`config.mk`:
```
export PLATFORM = sky130hd
export DESIGN_NAME = lidar_scan_top
export DESIGN_NICKNAME = d
export VERILOG_FILES = /design/src/lidar_pkg.sv /design/src/lidar_scan_top.sv /design/src/angle_calculator.sv /design/src/restoring_divider.sv /design/src/distance_tracker.sv /design/src/packet_decoder.sv
export SDC_FILE = /design/constraint.sdc
export NUM_CORES = 1
export LEC_CHECK = 0
export ABC_CLOCK_PERIOD_IN_PS = 8600
export BUFFER_PORTS_ARGS = -buffer_cell sky130_fd_sc_hd__buf_2
export CORE_MARGIN = 5
export CORE_UTILIZATION = 40
export CTS_CLUSTER_DIAMETER = 30
export DETAILED_ROUTE_END_ITERATION = 6
export PLACE_DENSITY_LB_ADDON = 0.25
export SYNTH_ARGS = -nofsm -noshare
export SYNTH_HDL_FRONTEND = slang
export SYNTH_HIERARCHICAL = 1
export SYNTH_SLANG_ARGS = --single-unit
export TNS_END_PERCENT = 30
```
`constraint.sdc`:
```
create_clock -name clk -period 8.6 [get_ports clk]
set_clock_uncertainty 0.2 [all_clocks]
set_input_delay 0.43 -clock clk [delete_from_list [all_inputs] [get_ports clk]]
set_output_delay 0.43 -clock clk [all_outputs]
set_load 0.01 [all_outputs]
```
`src/lidar_pkg.sv`:
```
package lidar_pkg;

    // field widths of the sensor stream
    localparam int BYTE_W     = 8;
    localparam int DIST_W     = 16;
    localparam int ANGLE_W    = 16;
    localparam int COUNT_W    = 8;
    // index times span, 8 by 16 bits
    localparam int DIVIDEND_W = COUNT_W + ANGLE_W;

    typedef logic [BYTE_W-1:0]     byte_t;
    typedef logic [DIST_W-1:0]     dist_t;
    typedef logic [ANGLE_W-1:0]    angle_t;
    typedef logic [COUNT_W-1:0]    count_t;
    typedef logic [DIVIDEND_W-1:0] dividend_t;

    // one quotient bit per dividend bit
    localparam int DIV_STEPS = DIVIDEND_W;

    // packet sync pattern
    localparam byte_t HEADER_FIRST  = 8'h55;
    localparam byte_t HEADER_SECOND = 8'hAA;

    // samples closer than this raise an alert bit
    localparam dist_t OBS_DISTANCE  = 16'h0080;
    // only the leading sample positions feed the alert register
    localparam int    ALERT_SAMPLES = 16;
    // fewer than two samples would give a zero divisor
    localparam int    MIN_SAMPLES   = 2;

    typedef enum logic [3:0] {
        hunt_first,
        hunt_second,
        read_count,
        read_start_lo,
        read_start_hi,
        read_end_lo,
        read_end_hi,
        read_sample_lo,
        read_sample_hi
    } decode_state_t;

    typedef enum logic [1:0] {
        idle,
        divide_min,
        divide_max,
        finish
    } calc_state_t;

endpackage
```
`src/lidar_scan_top.sv`:
```
`timescale 1ns/1ns
module lidar_scan_top (
    input  logic              clk,
    input  logic              TxD_reset,
    input  lidar_pkg::byte_t  data,
    input  logic              take_data,
    output lidar_pkg::angle_t min_angle,
    output lidar_pkg::angle_t max_angle,
    output logic [15:0]       obs_alert,
    output logic              result_valid
);
    import lidar_pkg::*;

    // decoder to tracker
    logic   scan_start;
    logic   sample_valid;
    dist_t  sample_dist;
    count_t sample_idx;

    // decoder to angle calculator
    logic   scan_done;
    angle_t start_angle;
    angle_t end_angle;
    count_t sample_count;

    // tracker to angle calculator
    count_t min_idx;
    count_t max_idx;

    packet_decoder u_decoder (
        .clk          (clk),
        .TxD_reset    (TxD_reset),
        .data         (data),
        .take_data    (take_data),
        .scan_start   (scan_start),
        .sample_valid (sample_valid),
        .sample_dist  (sample_dist),
        .sample_idx   (sample_idx),
        .scan_done    (scan_done),
        .start_angle  (start_angle),
        .end_angle    (end_angle),
        .sample_count (sample_count)
    );

    distance_tracker u_tracker (
        .clk          (clk),
        .TxD_reset    (TxD_reset),
        .scan_start   (scan_start),
        .sample_valid (sample_valid),
        .sample_dist  (sample_dist),
        .sample_idx   (sample_idx),
        .min_idx      (min_idx),
        .max_idx      (max_idx),
        .obs_alert    (obs_alert)
    );

    angle_calculator u_angle (
        .clk          (clk),
        .TxD_reset    (TxD_reset),
        .scan_done    (scan_done),
        .start_angle  (start_angle),
        .end_angle    (end_angle),
        .sample_count (sample_count),
        .min_idx      (min_idx),
        .max_idx      (max_idx),
        .min_angle    (min_angle),
        .max_angle    (max_angle),
        .result_valid (result_valid)
    );

endmodule

```
`src/angle_calculator.sv`:
```
`timescale 1ns/1ns
module angle_calculator (
    input  logic              clk,
    input  logic              TxD_reset,
    input  logic              scan_done,
    input  lidar_pkg::angle_t start_angle,
    input  lidar_pkg::angle_t end_angle,
    input  lidar_pkg::count_t sample_count,
    input  lidar_pkg::count_t min_idx,
    input  lidar_pkg::count_t max_idx,
    output lidar_pkg::angle_t min_angle,
    output lidar_pkg::angle_t max_angle,
    output logic              result_valid
);
    import lidar_pkg::*;

    calc_state_t state;

    // scan values captured at scan_done, the decoder may move on meanwhile
    angle_t      base_angle;
    angle_t      span;
    count_t      max_idx_r;
    count_t      divisor;
    dividend_t   dividend;
    // nearest angle waits here until the farthest one is ready
    angle_t      min_sum;
    angle_t      max_sum;

    logic        div_start;
    dividend_t   quotient;
    logic        div_done;
    angle_t      span_now;

    // span wraps naturally when the end angle is below the start angle
    assign span_now = end_angle - start_angle;

    restoring_divider u_divider (
        .clk       (clk),
        .TxD_reset (TxD_reset),
        .div_start (div_start),
        .dividend  (dividend),
        .divisor   (divisor),
        .quotient  (quotient),
        .div_done  (div_done)
    );

    always_ff @(posedge clk) begin
        if (TxD_reset) begin
            state        <= idle;
            div_start    <= 1'b0;
            result_valid <= 1'b0;
            min_angle    <= '0;
            max_angle    <= '0;
        end else begin
            div_start    <= 1'b0;
            result_valid <= 1'b0;
            case (state)
                // scan_done outside idle is dropped
                idle: begin
                    if (scan_done) begin
                        div_start <= 1'b1;
                        state     <= divide_min;
                    end
                end
                divide_min: begin
                    if (div_done) begin
                        div_start <= 1'b1;
                        state     <= divide_max;
                    end
                end
                divide_max: begin
                    if (div_done) begin
                        state <= finish;
                    end
                end
                finish: begin
                    // both angles change together with the valid pulse
                    min_angle    <= min_sum;
                    max_angle    <= max_sum;
                    result_valid <= 1'b1;
                    state        <= idle;
                end
                default: state <= idle;
            endcase
        end
    end

    always_ff @(posedge clk) begin
        if (state == idle && scan_done) begin
            base_angle <= start_angle;
            span       <= span_now;
            max_idx_r  <= max_idx;
            divisor    <= count_t'(sample_count - 1'b1);
            dividend   <= dividend_t'(min_idx) * dividend_t'(span_now);
        end else if (state == divide_min && div_done) begin
            // quotient never exceeds the span, low 16 bits are enough
            min_sum  <= base_angle + quotient[ANGLE_W-1:0];
            dividend <= dividend_t'(max_idx_r) * dividend_t'(span);
        end else if (state == divide_max && div_done) begin
            max_sum <= base_angle + quotient[ANGLE_W-1:0];
        end
    end

endmodule

```
`src/restoring_divider.sv`:
```
`timescale 1ns/1ns
module restoring_divider (
    input  logic                 clk,
    input  logic                 TxD_reset,
    input  logic                 div_start,
    input  lidar_pkg::dividend_t dividend,
    input  lidar_pkg::count_t    divisor,
    output lidar_pkg::dividend_t quotient,
    output logic                 div_done
);
    import lidar_pkg::*;

    localparam int STEP_W = $clog2(DIV_STEPS + 1);
    localparam int REM_W  = COUNT_W + 1;

    // partial remainder, one bit wider than the divisor so the shifted value fits
    logic [REM_W-1:0]  remainder;
    // dividend bits shift out of the top while quotient bits fill in from the bottom
    dividend_t         work;
    logic [STEP_W-1:0] steps_left;
    logic              busy;

    logic [REM_W-1:0]  shifted;
    logic [REM_W:0]    diff;
    logic              fits;

    // next remainder candidate pulls in the top dividend bit
    assign shifted  = {remainder[REM_W-2:0], work[DIVIDEND_W-1]};
    assign diff     = {1'b0, shifted} - {2'b00, divisor};
    // no borrow means the divisor goes into the remainder
    assign fits     = ~diff[REM_W];
    assign quotient = work;

    always_ff @(posedge clk) begin
        if (TxD_reset) begin
            busy       <= 1'b0;
            div_done   <= 1'b0;
            steps_left <= '0;
        end else begin
            div_done <= 1'b0;
            if (div_start) begin
                busy       <= 1'b1;
                steps_left <= STEP_W'(DIV_STEPS);
            end else if (busy) begin
                steps_left <= steps_left - 1'b1;
                // done lands with the final quotient bit
                if (steps_left == STEP_W'(1)) begin
                    busy     <= 1'b0;
                    div_done <= 1'b1;
                end
            end
        end
    end

    always_ff @(posedge clk) begin
        if (div_start) begin
            remainder <= '0;
            work      <= dividend;
        end else if (busy) begin
            remainder <= fits ? diff[REM_W-1:0] : shifted;
            work      <= {work[DIVIDEND_W-2:0], fits};
        end
    end

endmodule

```
`src/distance_tracker.sv`:
```
`timescale 1ns/1ns
module distance_tracker (
    input  logic              clk,
    input  logic              TxD_reset,
    input  logic              scan_start,
    input  logic              sample_valid,
    input  lidar_pkg::dist_t  sample_dist,
    input  lidar_pkg::count_t sample_idx,
    output lidar_pkg::count_t min_idx,
    output lidar_pkg::count_t max_idx,
    output logic [15:0]       obs_alert
);
    import lidar_pkg::*;

    // running extremes of the current scan
    dist_t min_dist;
    dist_t max_dist;

    // zero distance means no echo, the sample is skipped
    logic  sample_nonzero;
    logic  closer;
    logic  farther;
    logic  in_alert_window;
    logic  obstacle;

    assign sample_nonzero  = (sample_dist != '0);
    // strict compares keep the first index on ties
    assign closer          = (sample_dist < min_dist);
    assign farther         = (sample_dist > max_dist);
    assign in_alert_window = (sample_idx < count_t'(ALERT_SAMPLES));
    assign obstacle        = (sample_dist < OBS_DISTANCE);

    always_ff @(posedge clk) begin
        if (TxD_reset || scan_start) begin
            // start of scan looks the same as reset
            min_dist  <= '1;
            max_dist  <= '0;
            min_idx   <= '0;
            max_idx   <= '0;
            obs_alert <= '0;
        end else if (sample_valid && sample_nonzero) begin
            if (closer) begin
                min_dist <= sample_dist;
                min_idx  <= sample_idx;
            end
            if (farther) begin
                max_dist <= sample_dist;
                max_idx  <= sample_idx;
            end
            // newest sample enters at bit 15, oldest drops out at bit 0
            if (in_alert_window) begin
                obs_alert <= {obstacle, obs_alert[15:1]};
            end
        end
    end

endmodule

```
`src/packet_decoder.sv`:
```
`timescale 1ns/1ns
module packet_decoder (
    input  logic              clk,
    input  logic              TxD_reset,
    input  lidar_pkg::byte_t  data,
    input  logic              take_data,
    output logic              scan_start,
    output logic              sample_valid,
    output lidar_pkg::dist_t  sample_dist,
    output lidar_pkg::count_t sample_idx,
    output logic              scan_done,
    output lidar_pkg::angle_t start_angle,
    output lidar_pkg::angle_t end_angle,
    output lidar_pkg::count_t sample_count
);
    import lidar_pkg::*;

    decode_state_t state;
    // low half of the field being assembled
    byte_t         low_byte;
    // index of the next sample to arrive
    count_t        sample_cnt;
    // set on the final sample strobe, turns into scan_done next cycle
    logic          last_sample;

    // control path, state and strobes
    always_ff @(posedge clk) begin
        if (TxD_reset) begin
            state        <= hunt_first;
            sample_cnt   <= '0;
            last_sample  <= 1'b0;
            scan_start   <= 1'b0;
            sample_valid <= 1'b0;
            scan_done    <= 1'b0;
        end else begin
            // strobes last one cycle unless set again below
            scan_start   <= 1'b0;
            sample_valid <= 1'b0;
            scan_done    <= last_sample;
            last_sample  <= 1'b0;
            if (take_data) begin
                case (state)
                    hunt_first: begin
                        if (data == HEADER_FIRST) begin
                            state <= hunt_second;
                        end
                    end
                    hunt_second: begin
                        // another 0x55 may still be the real first header byte
                        if (data == HEADER_SECOND) begin
                            state <= read_count;
                        end else if (data != HEADER_FIRST) begin
                            state <= hunt_first;
                        end
                    end
                    read_count: begin
                        if (data < byte_t'(MIN_SAMPLES)) begin
                            state <= hunt_first;
                        end else begin
                            scan_start <= 1'b1;
                            sample_cnt <= '0;
                            state      <= read_start_lo;
                        end
                    end
                    read_start_lo:  state <= read_start_hi;
                    read_start_hi:  state <= read_end_lo;
                    read_end_lo:    state <= read_end_hi;
                    read_end_hi:    state <= read_sample_lo;
                    read_sample_lo: state <= read_sample_hi;
                    read_sample_hi: begin
                        sample_valid <= 1'b1;
                        sample_cnt   <= sample_cnt + 1'b1;
                        // last sample ends the packet, go back to sync search
                        if (sample_cnt == count_t'(sample_count - 1'b1)) begin
                            last_sample <= 1'b1;
                            state       <= hunt_first;
                        end else begin
                            state <= read_sample_lo;
                        end
                    end
                    default: state <= hunt_first;
                endcase
            end
        end
    end

    // payload path, fields are little endian
    always_ff @(posedge clk) begin
        if (take_data) begin
            case (state)
                read_count: begin
                    // a rejected count must not disturb the previous packet
                    if (data >= byte_t'(MIN_SAMPLES)) begin
                        sample_count <= data;
                    end
                end
                read_start_lo, read_end_lo, read_sample_lo: low_byte <= data;
                read_start_hi: start_angle <= {data, low_byte};
                read_end_hi:   end_angle   <= {data, low_byte};
                read_sample_hi: begin
                    sample_dist <= {data, low_byte};
                    sample_idx  <= sample_cnt;
                end
                default: low_byte <= low_byte;
            endcase
        end
    end

endmodule

```
==> results by group, run 1 <==
Worst hold path
  • HP Start: take_data
  • Hold WC Path Type: primary input to register

Clock tree
  • Postcts setup bufs: 0
  • CTS tree: built
  • Num CTS Buffers: 73
  • PostCTS Resize Cnt: 0
  • Clk slew on worst S/H paths: 0.05 ns
  • Clock sinks: 331
  • Depth of the CTS H-tree: 3
  • Clock Latency Late Sink: 0.59 ns
  • Maximum clock path buffer count: 3
  • Root Driver: clkbuf_16

STA
  • Period minus WS final: 7.35 ns
  • RSZ-0062 raised after global routing: no
  • Max-slew headroom: 19.3%
  • Slew @ Worst Pin: 1.21 ns
  • # setup viols final: 0
  • Final Cycle Share: 85.5%
  • Final Worst Setup Slack: 1.25 ns
  • Max frequency: 0.136 GHz
  • Setup TNS: 0 ns
  • Hold Violations, Final: 0
  • Max-slew violation count: 0
  • WHS: 0.0925 ns

Yosys
  • Number of synthesized register bits: 331
  • Area leader, netlist: edfxtp_1
  • Post-synth EDFFs: 200
  • Register area share after synthesis: 37.6%
  • Synth Net Count: 2554
  • Share of flip-flops with an asynchronous set or reset: 0%
  • Synth area leaders: edfxtp_1 26%, fa_1 15%, dfxtp_1 11%
  • Post-Syn Area per Cell: 10.4 µm²
  • Post-synth top flop: edfxtp_1
  • Netlist cell types: 96
  • Post-Synthesis Cells: 2206
  • Top-area cell type share of the netlist area: 26.2%
  • Synthesis Warnings: 6
  • Post-Synthesis Cell Area: 0.0229 mm²

Layout
  • Commonest non-fill, non-tap cells in the layout: 272 x inv_1, 200 x nand2_1, 200 x edfxtp_1, 171 x fa_1, 165 x ha_1
  • Final std cells w/o fill: 3099
  • # fillers: 5234
  • Area Overhead vs Synth: 15.7%
  • Fraction of layout cells with a size suffix above 1: 11.3%
  • Nets: 2631
  • Leading cell type in the layout, fill and taps excluded: inv_1
  • Diode count: 0

Placement
  • GPL Wtd Cong: 0.849
  • Dpl ws: 1.24 ns
  • Cell total after placement: 2956
  • Buffers on Ports: 59
  • Post-DP HPWL: 38000 µm

Power
  • Internal: 3.55 mW
  • Cell leakage power: 11.6 nW
  • PwrDens: 171 mW/mm²
  • VDD IR max: 163 µV
  • Net Sw Frac: 21.6%
  • Share of total power in sequential cells: 37.1%
  • Combinational Power Share: 1.4%
  • Clock share of power: 61.5%
  • Sw power: 0.977 mW

Floorplanning
  • IO Count: 60
  • Effective utilization at floorplan: 40.5%
  • Die X: 249 µm
  • Total die area: 0.0622 mm²
  • Die Height: 249 µm
  • Core area: 0.0566 mm²
  • FP Rows: 87

GRT
  • Gr usage total: 16.7%
  • Initial antenna violation count: 2
  • Global route total overflow: 0
  • Vias in the first global route: 16700
  • Largest net degree at the start of global routing: 68
  • First-pass GRT wire length: 86200 µm

Setup path
  • CP max FO: 9
  • Crit path capture type: register
  • Critical Setup Path Class: register to register
  • CP Data Arrival Time: 7.46 ns
  • Worst setup startpoint: u_decoder/end_angle[0]
  • Reg-to-Reg Start: u_decoder/end_angle[0]
  • Critical Path RT: 8.71 ns
  • Critical path launch point type: register

Detailed routing
  • Final ANT Viol Nets: 0
  • DR vias/cell: 5.14
  • Wire per inst: 16.7 µm
  • First-pass DRT Iterations: 5
  • Remaining DRCs: 0
  • Starting DRC count in detailed routing: 760
  • Via count: 15900
  • Final WL: 51700 µm

Job
  • Maxcap violations: 0

Status
  • Status: finished clean
==> critical path, stage by stage, from the launching register on <==
cell	delay [ns]
edfxtp_1	0.35
inv_1	0.06
ha_1	0.15
inv_1	0.05
fa_1	0.39
a21o_1	0.17
a21oi_1	0.23
o21bai_1	0.12
a21oi_1	0.41
o21ai_0	0.17
xor2_1	0.58
nand2_1	0.16
fa_1	0.54
inv_1	0.06
fa_1	0.47
fa_1	0.54
inv_1	0.05
fa_1	0.53
inv_1	0.04
ha_1	0.34
o21ai_0	0.10
a21oi_1	0.17
or4b_4	0.53
o211ai_4	0.21
a31oi_1	0.14
nor3_1	0.25
a211oi_2	0.07
==> layout make-up <==
| type | instances | area (µm²) | area share (%) |
|---|---|---|---|
| clock buffers | 86 | 1970 | 7.43 |
| well taps | 756 | 946 | 3.57 |
| repair buffers | 76 | 443 | 1.67 |
| clock inverters | 49 | 549 | 2.07 |
| multi-input cells | 1528 | 12900 | 48.8 |
| inverters | 273 | 1020 | 3.87 |
| flip-flops and latches | 331 | 8630 | 32.5 |
==> power by group through the flow <==
stage               combinational, mW  clock [mW]  sequential (mW)
floorplan                      0.0404           0             1.71
global placement               0.0559           0             1.71
detailed placement             0.0582           0             1.71
CTS                            0.0611        2.84             1.68
global route                   0.0682        2.93             1.68
finish                         0.0614        2.78             1.68
==> cells by family after synthesis <==
kind of cell / Yosys count / synth area share, %
AND/OR/NAND/NOR: 680 / 14.9
buffers and inverters: 347 / 5.90
adder cells (fa/ha/maj): 337 / 24.0
flip-flops: 331 / 37.6
AO/OA/AOI/OAI: 321 / 9.44
multiplexers: 108 / 4.92
XOR/XNOR: 82 / 3.17
==> cells in the mapped netlist (all sizes together) (21+ instances only) <==
library cell and n:
ha 166, inv 273, xor2 39, clkbuf 58, dfxtp 131, a21o 32
a21oi 103, o211ai 26, and2 153, mux2 28, nand2 201, nand3 60
o21ai 60, xnor2 43, edfxtp 200, nor3 23, nand4 21, fa 171
nor2 131, mux2i 80
==> state kept, by name, indices dropped and copies added (netlist names), 16 cells and up <==
register                    cells
u_angle/min_angle              16
u_angle/max_sum                16
u_angle/base_angle             16
u_angle/max_angle              16
u_angle/u_divider/quotient     24
u_tracker/obs_alert            16
u_angle/span                   16
u_decoder/sample_dist          16
u_angle/min_sum                16
u_angle/dividend               24
u_tracker/min_dist             16
u_decoder/start_angle          16
u_decoder/end_angle            16
u_tracker/max_dist             16
==> metal layers <==
layer  GRT usage (%)  wire [µm]  vias to the layer above  share of wire [%]
met5               0          0                        -                  0
met4            5.50       1310                        0                2.5
met3            2.91       1880                       76                3.6
met2            28.4      25300                      279                 49
met1            21.6      23200                     7887                 45
li1                -          -                     7681                  -
==> through the flow <==
step | total power [mW] | utilization [%] | instance area (µm²)
after floorplan | 1.75 | - | 22900
after global placement | 1.76 | 42.2 | 23900
after detailed placement | 1.77 | 42.2 | 23900
after CTS | 4.58 | 46.8 | 26500
after global routing | 4.68 | 46.8 | 26500
final | 4.52 | 46.8 | 26500
==> final timing paths <==
check                                       endpoint  slack (ns)  cells after the start
worst min register to register  u_angle/max_idx_r[5]        0.22                      0
worst min-delay path            u_decoder/scan_start        0.09                      3
worst max-delay path            u_angle/dividend[20]        1.25                     26
worst max register to register  u_angle/dividend[20]        1.25                     26
==> repair_timing <==
item,CTS,global route
hold buffers,8,0
hold endpoints to repair,36,0
setup endpoints to repair,0,0
(Power assumes the default switching activity.)
==> inputs of run 2 (changes only) <==
--- a/config.mk
+++ b/config.mk
@@ -14,6 +14,5 @@
 export PLACE_DENSITY_LB_ADDON = 0.25
 export SYNTH_ARGS = -nofsm -noshare
 export SYNTH_HDL_FRONTEND = slang
-export SYNTH_HIERARCHICAL = 1
 export SYNTH_SLANG_ARGS = --single-unit
 export TNS_END_PERCENT = 30
==> results by group, run 2 <==
GRT
  • Gr usage total: 16.9% (+0.24 points)
  • Largest net degree at the start of global routing: 57 (-16%)
  • Met1 Use GR: 22.2% (+0.61 points)
  • First-pass GRT wire length: 82700 µm (-4.1%)
  • GRT busiest layer: met2
  • GRT met3 Usage: 3.34% (+0.42 points)
  • Met2 Use GR: 28.6% (+0.20 points)
  • Initial antenna violation count: 0 (-2)
  • Vias in the first global route: 16100 (-3.5%)
  • Global route total overflow: 0 (unchanged)

Detailed routing
  • Final WL: 49600 µm (-4.0%)
  • First-pass DRT Iterations: 5 (unchanged)
  • DR vias/cell: 5.08 (-1.1%)
  • Starting DRC count in detailed routing: 772 (+1.6%)
  • Final ANT Viol Nets: 0 (unchanged)
  • Wire per inst: 16.5 µm (-0.84%)
  • Via count: 15200 (-4.2%)
  • Remaining DRCs: 0 (unchanged)

Setup path
  • Critical Path RT: 8.72 ns (about the same)
  • Worst setup startpoint: u_decoder.end_angle[0]
  • Reg-to-Reg Start: u_decoder.end_angle[0]
  • CP Data Arrival Time: 7.42 ns (-0.04 ns)
  • Crit path capture type: register
  • Critical path launch point type: register
  • Critical Setup Path Class: register to register
  • CP max FO: 9 (unchanged)

Power
  • VDD IR max: 153 µV (-6.2%)
  • Cell leakage power: 11.4 nW (-2.0%)
  • PwrDens: 174 mW/mm² (+2.2%)

Clock tree
  • PostCTS Resize Cnt: 0 (unchanged)
  • Clock sinks: 331 (unchanged)
  • Root Driver: clkbuf_16
  • Hold_buf cts: 8 (unchanged)
  • Num CTS Buffers: 70 (-4.1%)
  • Maximum clock path buffer count: 3 (unchanged)
  • CTS tree: built
  • Clock Latency Late Sink: 0.59 ns (about the same)
  • Depth of the CTS H-tree: 3 (unchanged)
  • Postcts setup bufs: 0 (unchanged)
  • Clk slew on worst S/H paths: 0.05 ns (about the same)

STA
  • Period minus WS final: 7.30 ns (-0.0506 ns)
  • Max frequency: 0.137 GHz (+0.69%)
  • Max-slew violation count: 0 (unchanged)
  • Final Cycle Share: 84.9% (-0.59 points)
  • Final Worst Setup Slack: 1.30 ns (+0.0506 ns)
  • Max-slew headroom: 25.7% (+6.4 points)
  • Hold Violations, Final: 0 (unchanged)
  • # setup viols final: 0 (unchanged)
  • Setup TNS: 0 ns (unchanged)
  • RSZ-0062 raised after global routing: no
  • Slew @ Worst Pin: 1.11 ns (-0.103 ns)

Floorplanning
  • Effective utilization at floorplan: 40.4% (-0.12 points)
  • IO Count: 60 (unchanged)
  • FP Rows: 86 (-1.1%)
  • Total die area: 0.0603 mm² (-3.0%)
  • Die X: 246 µm (-1.5%)
  • Core area: 0.0550 mm² (-2.9%)
  • Die Height: 246 µm (-1.5%)

Yosys
  • Post-synth EDFFs: 200 (unchanged)
  • Top-area cell type share of the netlist area: 27.1% (+0.85 points)
  • Share of flip-flops with an asynchronous set or reset: 0% (unchanged)
  • Synthesis Warnings: 0 (-6)
  • Synth area leaders: edfxtp_1 27%, fa_1 15%, dfxtp_1 12%
  • Top post-synthesis cells by count: 276 x inv_1, 200 x edfxtp_1, 172 x nand2_1, 171 x fa_1, 165 x ha_1
  • Post-Synthesis Cells: 2108 (-4.4%)
  • Count leader, synth: inv_1
  • Synth Net Count: 2455 (-3.9%)
  • Area leader, netlist: edfxtp_1
  • Post-synth top flop: edfxtp_1
  • Netlist cell types: 73 (-24%)
  • Register area share after synthesis: 38.9% (+1.2 points)
  • Number of synthesized register bits: 331 (unchanged)
  • Post-Synthesis Cell Area: 0.0222 mm² (-3.2%)
  • Post-Syn Area per Cell: 10.5 µm² (+1.4%)

Status
  • Status: finished clean

Layout
  • Fraction of layout cells with a size suffix above 1: 10.3% (-1.0 points)
  • Commonest non-fill, non-tap cells in the layout: 276 x inv_1, 200 x edfxtp_1, 172 x nand2_1, 171 x fa_1, 164 x ha_1
  • Post-layout util: 46.8% (-0.057 points)
  • # fillers: 5053 (-3.5%)
  • Area of the multi-input gates: 0.0123 mm² (-4.9%)
  • Nets: 2541 (-3.4%)
  • Leading cell type in the layout, fill and taps excluded: inv_1
  • Register area: 0.00863 mm² (unchanged)
  • Area Overhead vs Synth: 15.9%

Job
  • Maxcap violations: 0 (unchanged)

Worst hold path
  • Hold WC Path Type: primary input to register
  • HP Start: take_data

Placement
  • Post-DP HPWL: 36400 µm (-4.3%)
  • GPL Wtd Cong: 0.842 (-0.85%)
  • Dpl ws: 1.32 ns (+0.0866 ns)
  • Buffers on Ports: 59 (unchanged)
==> run 2: power by group <==
group | total (mW) | internal, mW | switching, mW | leakage (nW)
combinational | 0.157 | 0.0554 | 0.102 | 7.43
sequential | 1.71 | 1.69 | 0.0168 | 2.86
clock | 2.62 | 1.73 | 0.884 | 1.13
total | 4.48 | 3.48 | 1.00 | 11.4
==> run 2: worst paths after layout <==
kind | slack [ns] | cells past startpoint | to
setup / recovery | 1.30 | 27 | u_angle.dividend[21]
hold reg to reg | 0.23 | 0 | u_angle.max_idx_r[3]
setup reg to reg | 1.30 | 27 | u_angle.dividend[21]
hold / removal | 0.1 | 3 | u_decoder.scan_start
==> run 2: critical path, cell delays in order, from the launching register on <==
cell	delay (ns)
edfxtp_1	0.35
inv_1	0.06
ha_1	0.15
inv_1	0.05
fa_1	0.42
a211oi_1	0.23
o21bai_1	0.13
a31oi_1	0.30
o211ai_1	0.17
a31o_2	0.25
a21oi_1	0.16
xnor2_1	0.32
and2_1	0.23
fa_1	0.43
fa_1	0.47
fa_1	0.54
inv_1	0.05
fa_1	0.52
inv_1	0.04
ha_1	0.35
a21o_1	0.21
a31o_2	0.24
nor2_1	0.10
o31ai_1	0.13
o31ai_2	0.36
nand3b_1	0.20
o32ai_1	0.09
o31a_1	0.28
==> run 2: through the flow <==
step | instances | power (mW) | instance area [µm²] | hold WS, ns
finish | 3000 | 4.48 | 25700 | 0.0956
global route | 2999 | 4.64 | 25700 | 0.0915
CTS | 2999 | 4.53 | 25700 | 0.0666
detailed placement | 2862 | 1.89 | 23300 | 0.219
global placement | 2862 | 1.89 | 23300 | 0.217
floorplan | 2108 | 1.84 | 22200 | 0.208
==> run 2: cell type report <==
class | count | area share, %
diodes | 1 | 0.00973
inverters | 277 | 4.04
repair buffers | 76 | 1.72
clock buffers | 88 | 7.56
flip-flops and latches | 331 | 33.5
clock inverters | 41 | 1.61
well taps | 748 | 3.64
multi-input cells | 1438 | 47.9
==> run 2: metal layers <==
metal | up-vias | routed length (µm)
met3 | 81 | 2210
met2 | 286 | 24200
met4 | 0 | 1170
li1 | 7295 | -
met5 | - | 0
met1 | 7586 | 22100
==> run 2: cells by family after synthesis <==
logic type	count (synthesis)	share of synthesized area (%)
xor gates and xnor gates	82	3.30
AOI/OAI and AO/OA	273	8.15
buffers and inverters	339	5.76
DFF	331	38.9
muxes	104	4.83
adders and majority gates	336	24.7
and+or+nand+nor	643	14.4
==> inputs of run 3 (changes only) <==
--- a/config.mk
+++ b/config.mk
@@ -5,7 +5,8 @@
 export SDC_FILE = /design/constraint.sdc
 export NUM_CORES = 1
 export LEC_CHECK = 0
-export ABC_CLOCK_PERIOD_IN_PS = 8600
+export ABC_AREA = 1
+export ABC_CLOCK_PERIOD_IN_PS = 7300
 export BUFFER_PORTS_ARGS = -buffer_cell sky130_fd_sc_hd__buf_2
 export CORE_MARGIN = 5
 export CORE_UTILIZATION = 40
==> constraint.sdc (replaced) <==
create_clock -name clk -period 7.3 [get_ports clk]
set_clock_uncertainty 0.2 [all_clocks]
set_input_delay 0.365 -clock clk [delete_from_list [all_inputs] [get_ports clk]]
set_output_delay 0.365 -clock clk [all_outputs]
set_load 0.01 [all_outputs]
==> results by group, run 3 <==
Yosys
  • Synth area leaders: edfxtp_1 26%, fa_1 15%, dfxtp_1 11%
  • Register area share after synthesis: 37.7% (-1.1 points)
  • Adder and majority gate portion of the synthesized area: 24.0% (-0.72 points)
  • Post-synth EDFFs: 200 (unchanged)
  • Post-Syn Area per Cell: 8.63 µm² (-18%)
  • Count leader, synth: nand2_1
  • Netlist cell types: 55 (-25%)
  • Main combinational cell family by area after synthesis: adder cells
  • XOR/XNOR share of the synthesized area: 1.75% (-1.6 points)
  • Top post-synthesis cells by count: 525 x nand2_1, 454 x inv_1, 294 x nor2_1, 200 x edfxtp_1, 175 x a21oi_1
  • Post-Synthesis Cell Area: 0.0229 mm² (+3.0%)
  • Number of synthesized register bits: 331 (unchanged)
  • Area share of and/or/nand/nor cells after synthesis: 18.1% (+3.7 points)
  • Top-area cell type share of the netlist area: 26.3% (-0.78 points)
  • Synth Net Count: 2995 (+22%)
  • Synthesis Warnings: 0 (unchanged)
  • Fraction of synthesized area in multiplexers: 0.0438% (-4.8 points)
  • Share of flip-flops with an asynchronous set or reset: 0% (unchanged)
  • Post-synth top flop: edfxtp_1
  • Area leader, netlist: edfxtp_1
  • Post-Synthesis Cells: 2648 (+26%)
  • Complex-gate fraction of the synthesized area: 9.15% (+1.0 points)

Setup path
  • Critical Path RT: 7.43 ns (-1.29 ns)
  • CP Data Arrival Time: 6.67 ns (-0.75 ns)
  • Crit path capture type: register
  • Critical Setup Path Class: register to register
  • CP max stage delay: 0.57 ns (+0.03 ns)
  • Cell mode on critical path: nand2_1
  • Critical path launch point type: register
  • Worst reg-to-reg path cell count: 28 (+3.7%)
  • Slowest cell on the critical path: fa_1
  • CP max FO: 7 (-2)

STA
  • Period minus WS final: 6.55 ns (-0.754 ns)
  • Max frequency: 0.153 GHz (+12%)
  • Max-slew violation count: 0 (unchanged)
  • # setup viols final: 0 (unchanged)
  • Hold Violations, Final: 0 (unchanged)
  • Setup TNS: 0 ns (unchanged)
  • Slew @ Worst Pin: 1.19 ns (+0.0829 ns)
  • Max-slew headroom: 20.5% (-5.2 points)
  • RSZ-0062 raised after global routing: no
  • Final Cycle Share: 89.7% (+4.8 points)
  • Final Worst Setup Slack: 0.755 ns (-0.546 ns)

GRT
  • Gr usage total: 18.8% (+1.9 points)
  • Largest net degree at the start of global routing: 65 (+14%)
  • First-pass GRT wire length: 95200 µm (+15%)
  • Vias in the first global route: 17800 (+11%)
  • Initial antenna violation count: 0 (unchanged)
  • Global route total overflow: 0 (unchanged)

Floorplanning
  • FP Rows: 87 (+1.2%)
  • Die Height: 249 µm (+1.4%)
  • Total die area: 0.0620 mm² (+2.9%)
  • Core area: 0.0565 mm² (+2.7%)
  • IO Count: 60 (unchanged)
  • Effective utilization at floorplan: 40.5% (+0.095 points)
  • Die X: 249 µm (+1.4%)

Detailed routing
  • Final WL: 58900 µm (+19%)
  • Remaining DRCs: 0 (unchanged)
  • First-pass DRT Iterations: 6 (+1)
  • Via count: 17800 (+17%)
  • Final ANT Viol Nets: 0 (unchanged)
  • DR vias/cell: 5.02 (-1.1%)
  • Wire per inst: 16.6 µm (+0.53%)
  • Starting DRC count in detailed routing: 1248 (+62%)

Clock tree
  • Clock sinks: 331 (unchanged)
  • Depth of the CTS H-tree: 3 (unchanged)
  • Root Driver: clkbuf_16
  • PostCTS Resize Cnt: 0 (unchanged)
  • Clock Latency Late Sink: 0.60 ns (about the same)
  • Num CTS Buffers: 77 (+10%)
  • Clk slew on worst S/H paths: 0.05 ns (about the same)
  • CTS tree: built
  • Maximum clock path buffer count: 3 (unchanged)

Status
  • Status: finished clean

Placement
  • Post-DP HPWL: 45000 µm (+24%)
  • Buffers on Ports: 59 (unchanged)
  • Dpl ws: 0.815 ns (-0.508 ns)
  • GPL Wtd Cong: 0.911 (+8.2%)

Power
  • PwrDens: 212 mW/mm² (+21%)
  • VDD IR max: 177 µV (+16%)
  • Cell leakage power: 12.6 nW (+10%)

Worst hold path
  • Hold Path Stages: 0 (-3)
  • Hold WC Path Type: register to register

Layout
  • # fillers: 5388 (+6.6%)
  • Area of the multi-input gates: 0.0122 mm² (-1.2%)
  • Post-layout util: 46.9% (+0.15 points)
  • Leading cell type in the layout, fill and taps excluded: nand2_1
  • Nets: 3068 (+21%)
  • Commonest non-fill, non-tap cells in the layout: 525 x nand2_1, 453 x inv_1, 293 x nor2_1, 200 x edfxtp_1, 175 x a21oi_1
  • Fraction of layout cells with a size suffix above 1: 8.19% (-2.1 points)
  • Register area: 0.00863 mm² (unchanged)
  • Area Overhead vs Synth: 16.0% (about the same)

Job
  • Maxcap violations: 0 (unchanged)
==> run 3: cell types whose count changed after synthesis, moves of 40 or more <==
| cell | delta |
|---|---|
| nand2_1 | +353 |
| and2_1 | -150 |
| nor2_1 | +160 |
| a21oi_1 | +101 |
| inv_1 | +178 |
| mux2i_1 | -78 |
| o21ai_0 | +81 |
| xnor2_1 | -40 |
==> run 3: cells by family after synthesis <==
kind of cell / after synthesis
xor gates and xnor gates: 44
and+or+nand+nor: 1003
muxes: 1
AOI/OAI and AO/OA: 383
DFF: 331
buffers and inverters: 550
adders and majority gates: 336
==> run 3: path summary, 6_finish.rpt <==
| check | endpoint | slack, ns | from |
|---|---|---|---|
| hold / removal | u_angle.max_idx_r[5] | 0.24 | u_tracker.max_idx[5] |
| hold reg to reg | u_angle.max_idx_r[5] | 0.24 | u_tracker.max_idx[5] |
| setup reg to reg | u_angle.dividend[15] | 0.75 | u_decoder.start_angle[2] |
| setup / recovery | u_angle.dividend[15] | 0.75 | u_decoder.start_angle[2] |
==> run 3: layer usage <==
metal	vias up	track usage, %	part of all wire (%)
met5	-	0	0
met4	0	6.82	3.7
met3	107	3.90	5.5
met2	476	29.9	45
met1	8541	25.7	46
li1	8678	-	-
==> run 3: cell type report <==
class	instances	area share, %
multi-input combinational	1767	45.9
sequential	331	32.5
clock buffer	93	7.61
inverter	461	6.54
tap	756	3.57
clock inverter	50	1.92
timing repair buffer	83	1.90
antenna	2	0.0189
==> run 3: through the flow <==
step / power [mW] / cells / hold slack (ns) / cell area, µm²
2_1_floorplan: 2.26 / 2648 / 0.188 / 22900
3_3_place_gp: 2.34 / 3387 / 0.219 / 23900
3_5_place_dp: 2.35 / 3387 / 0.217 / 23900
4_1_cts: 5.68 / 3541 / 0.240 / 26500
5_1_grt: 5.82 / 3541 / 0.252 / 26500
6_report: 5.61 / 3543 / 0.235 / 26500
==> run 3: critical path: cells and delay by family, from the launching register on <==
kind / cells / cell delay (ns)
buf+inv: 5 / 0.40
fa+ha+maj: 6 / 2.84
simple gates: 11 / 1.57
flops: 1 / 0.36
compound gates: 6 / 0.89
==> run 3: report_power, final <==
part / switching [mW] / total [mW] / internal, mW / leakage (nW)
registers: 0.0242 / 2.03 / 2.01 / 2.87
clock network: 1.10 / 3.29 / 2.19 / 1.22
logic: 0.186 / 0.289 / 0.103 / 8.49
total: 1.31 / 5.61 / 4.30 / 12.6
==> run 3: repair_timing <==
action / CTS / global route
endpoints found under the hold margin: 53 / 0
endpoints found under the setup margin: 0 / 0
buffers inserted: 0 / 0
hold buffers: 11 / 0
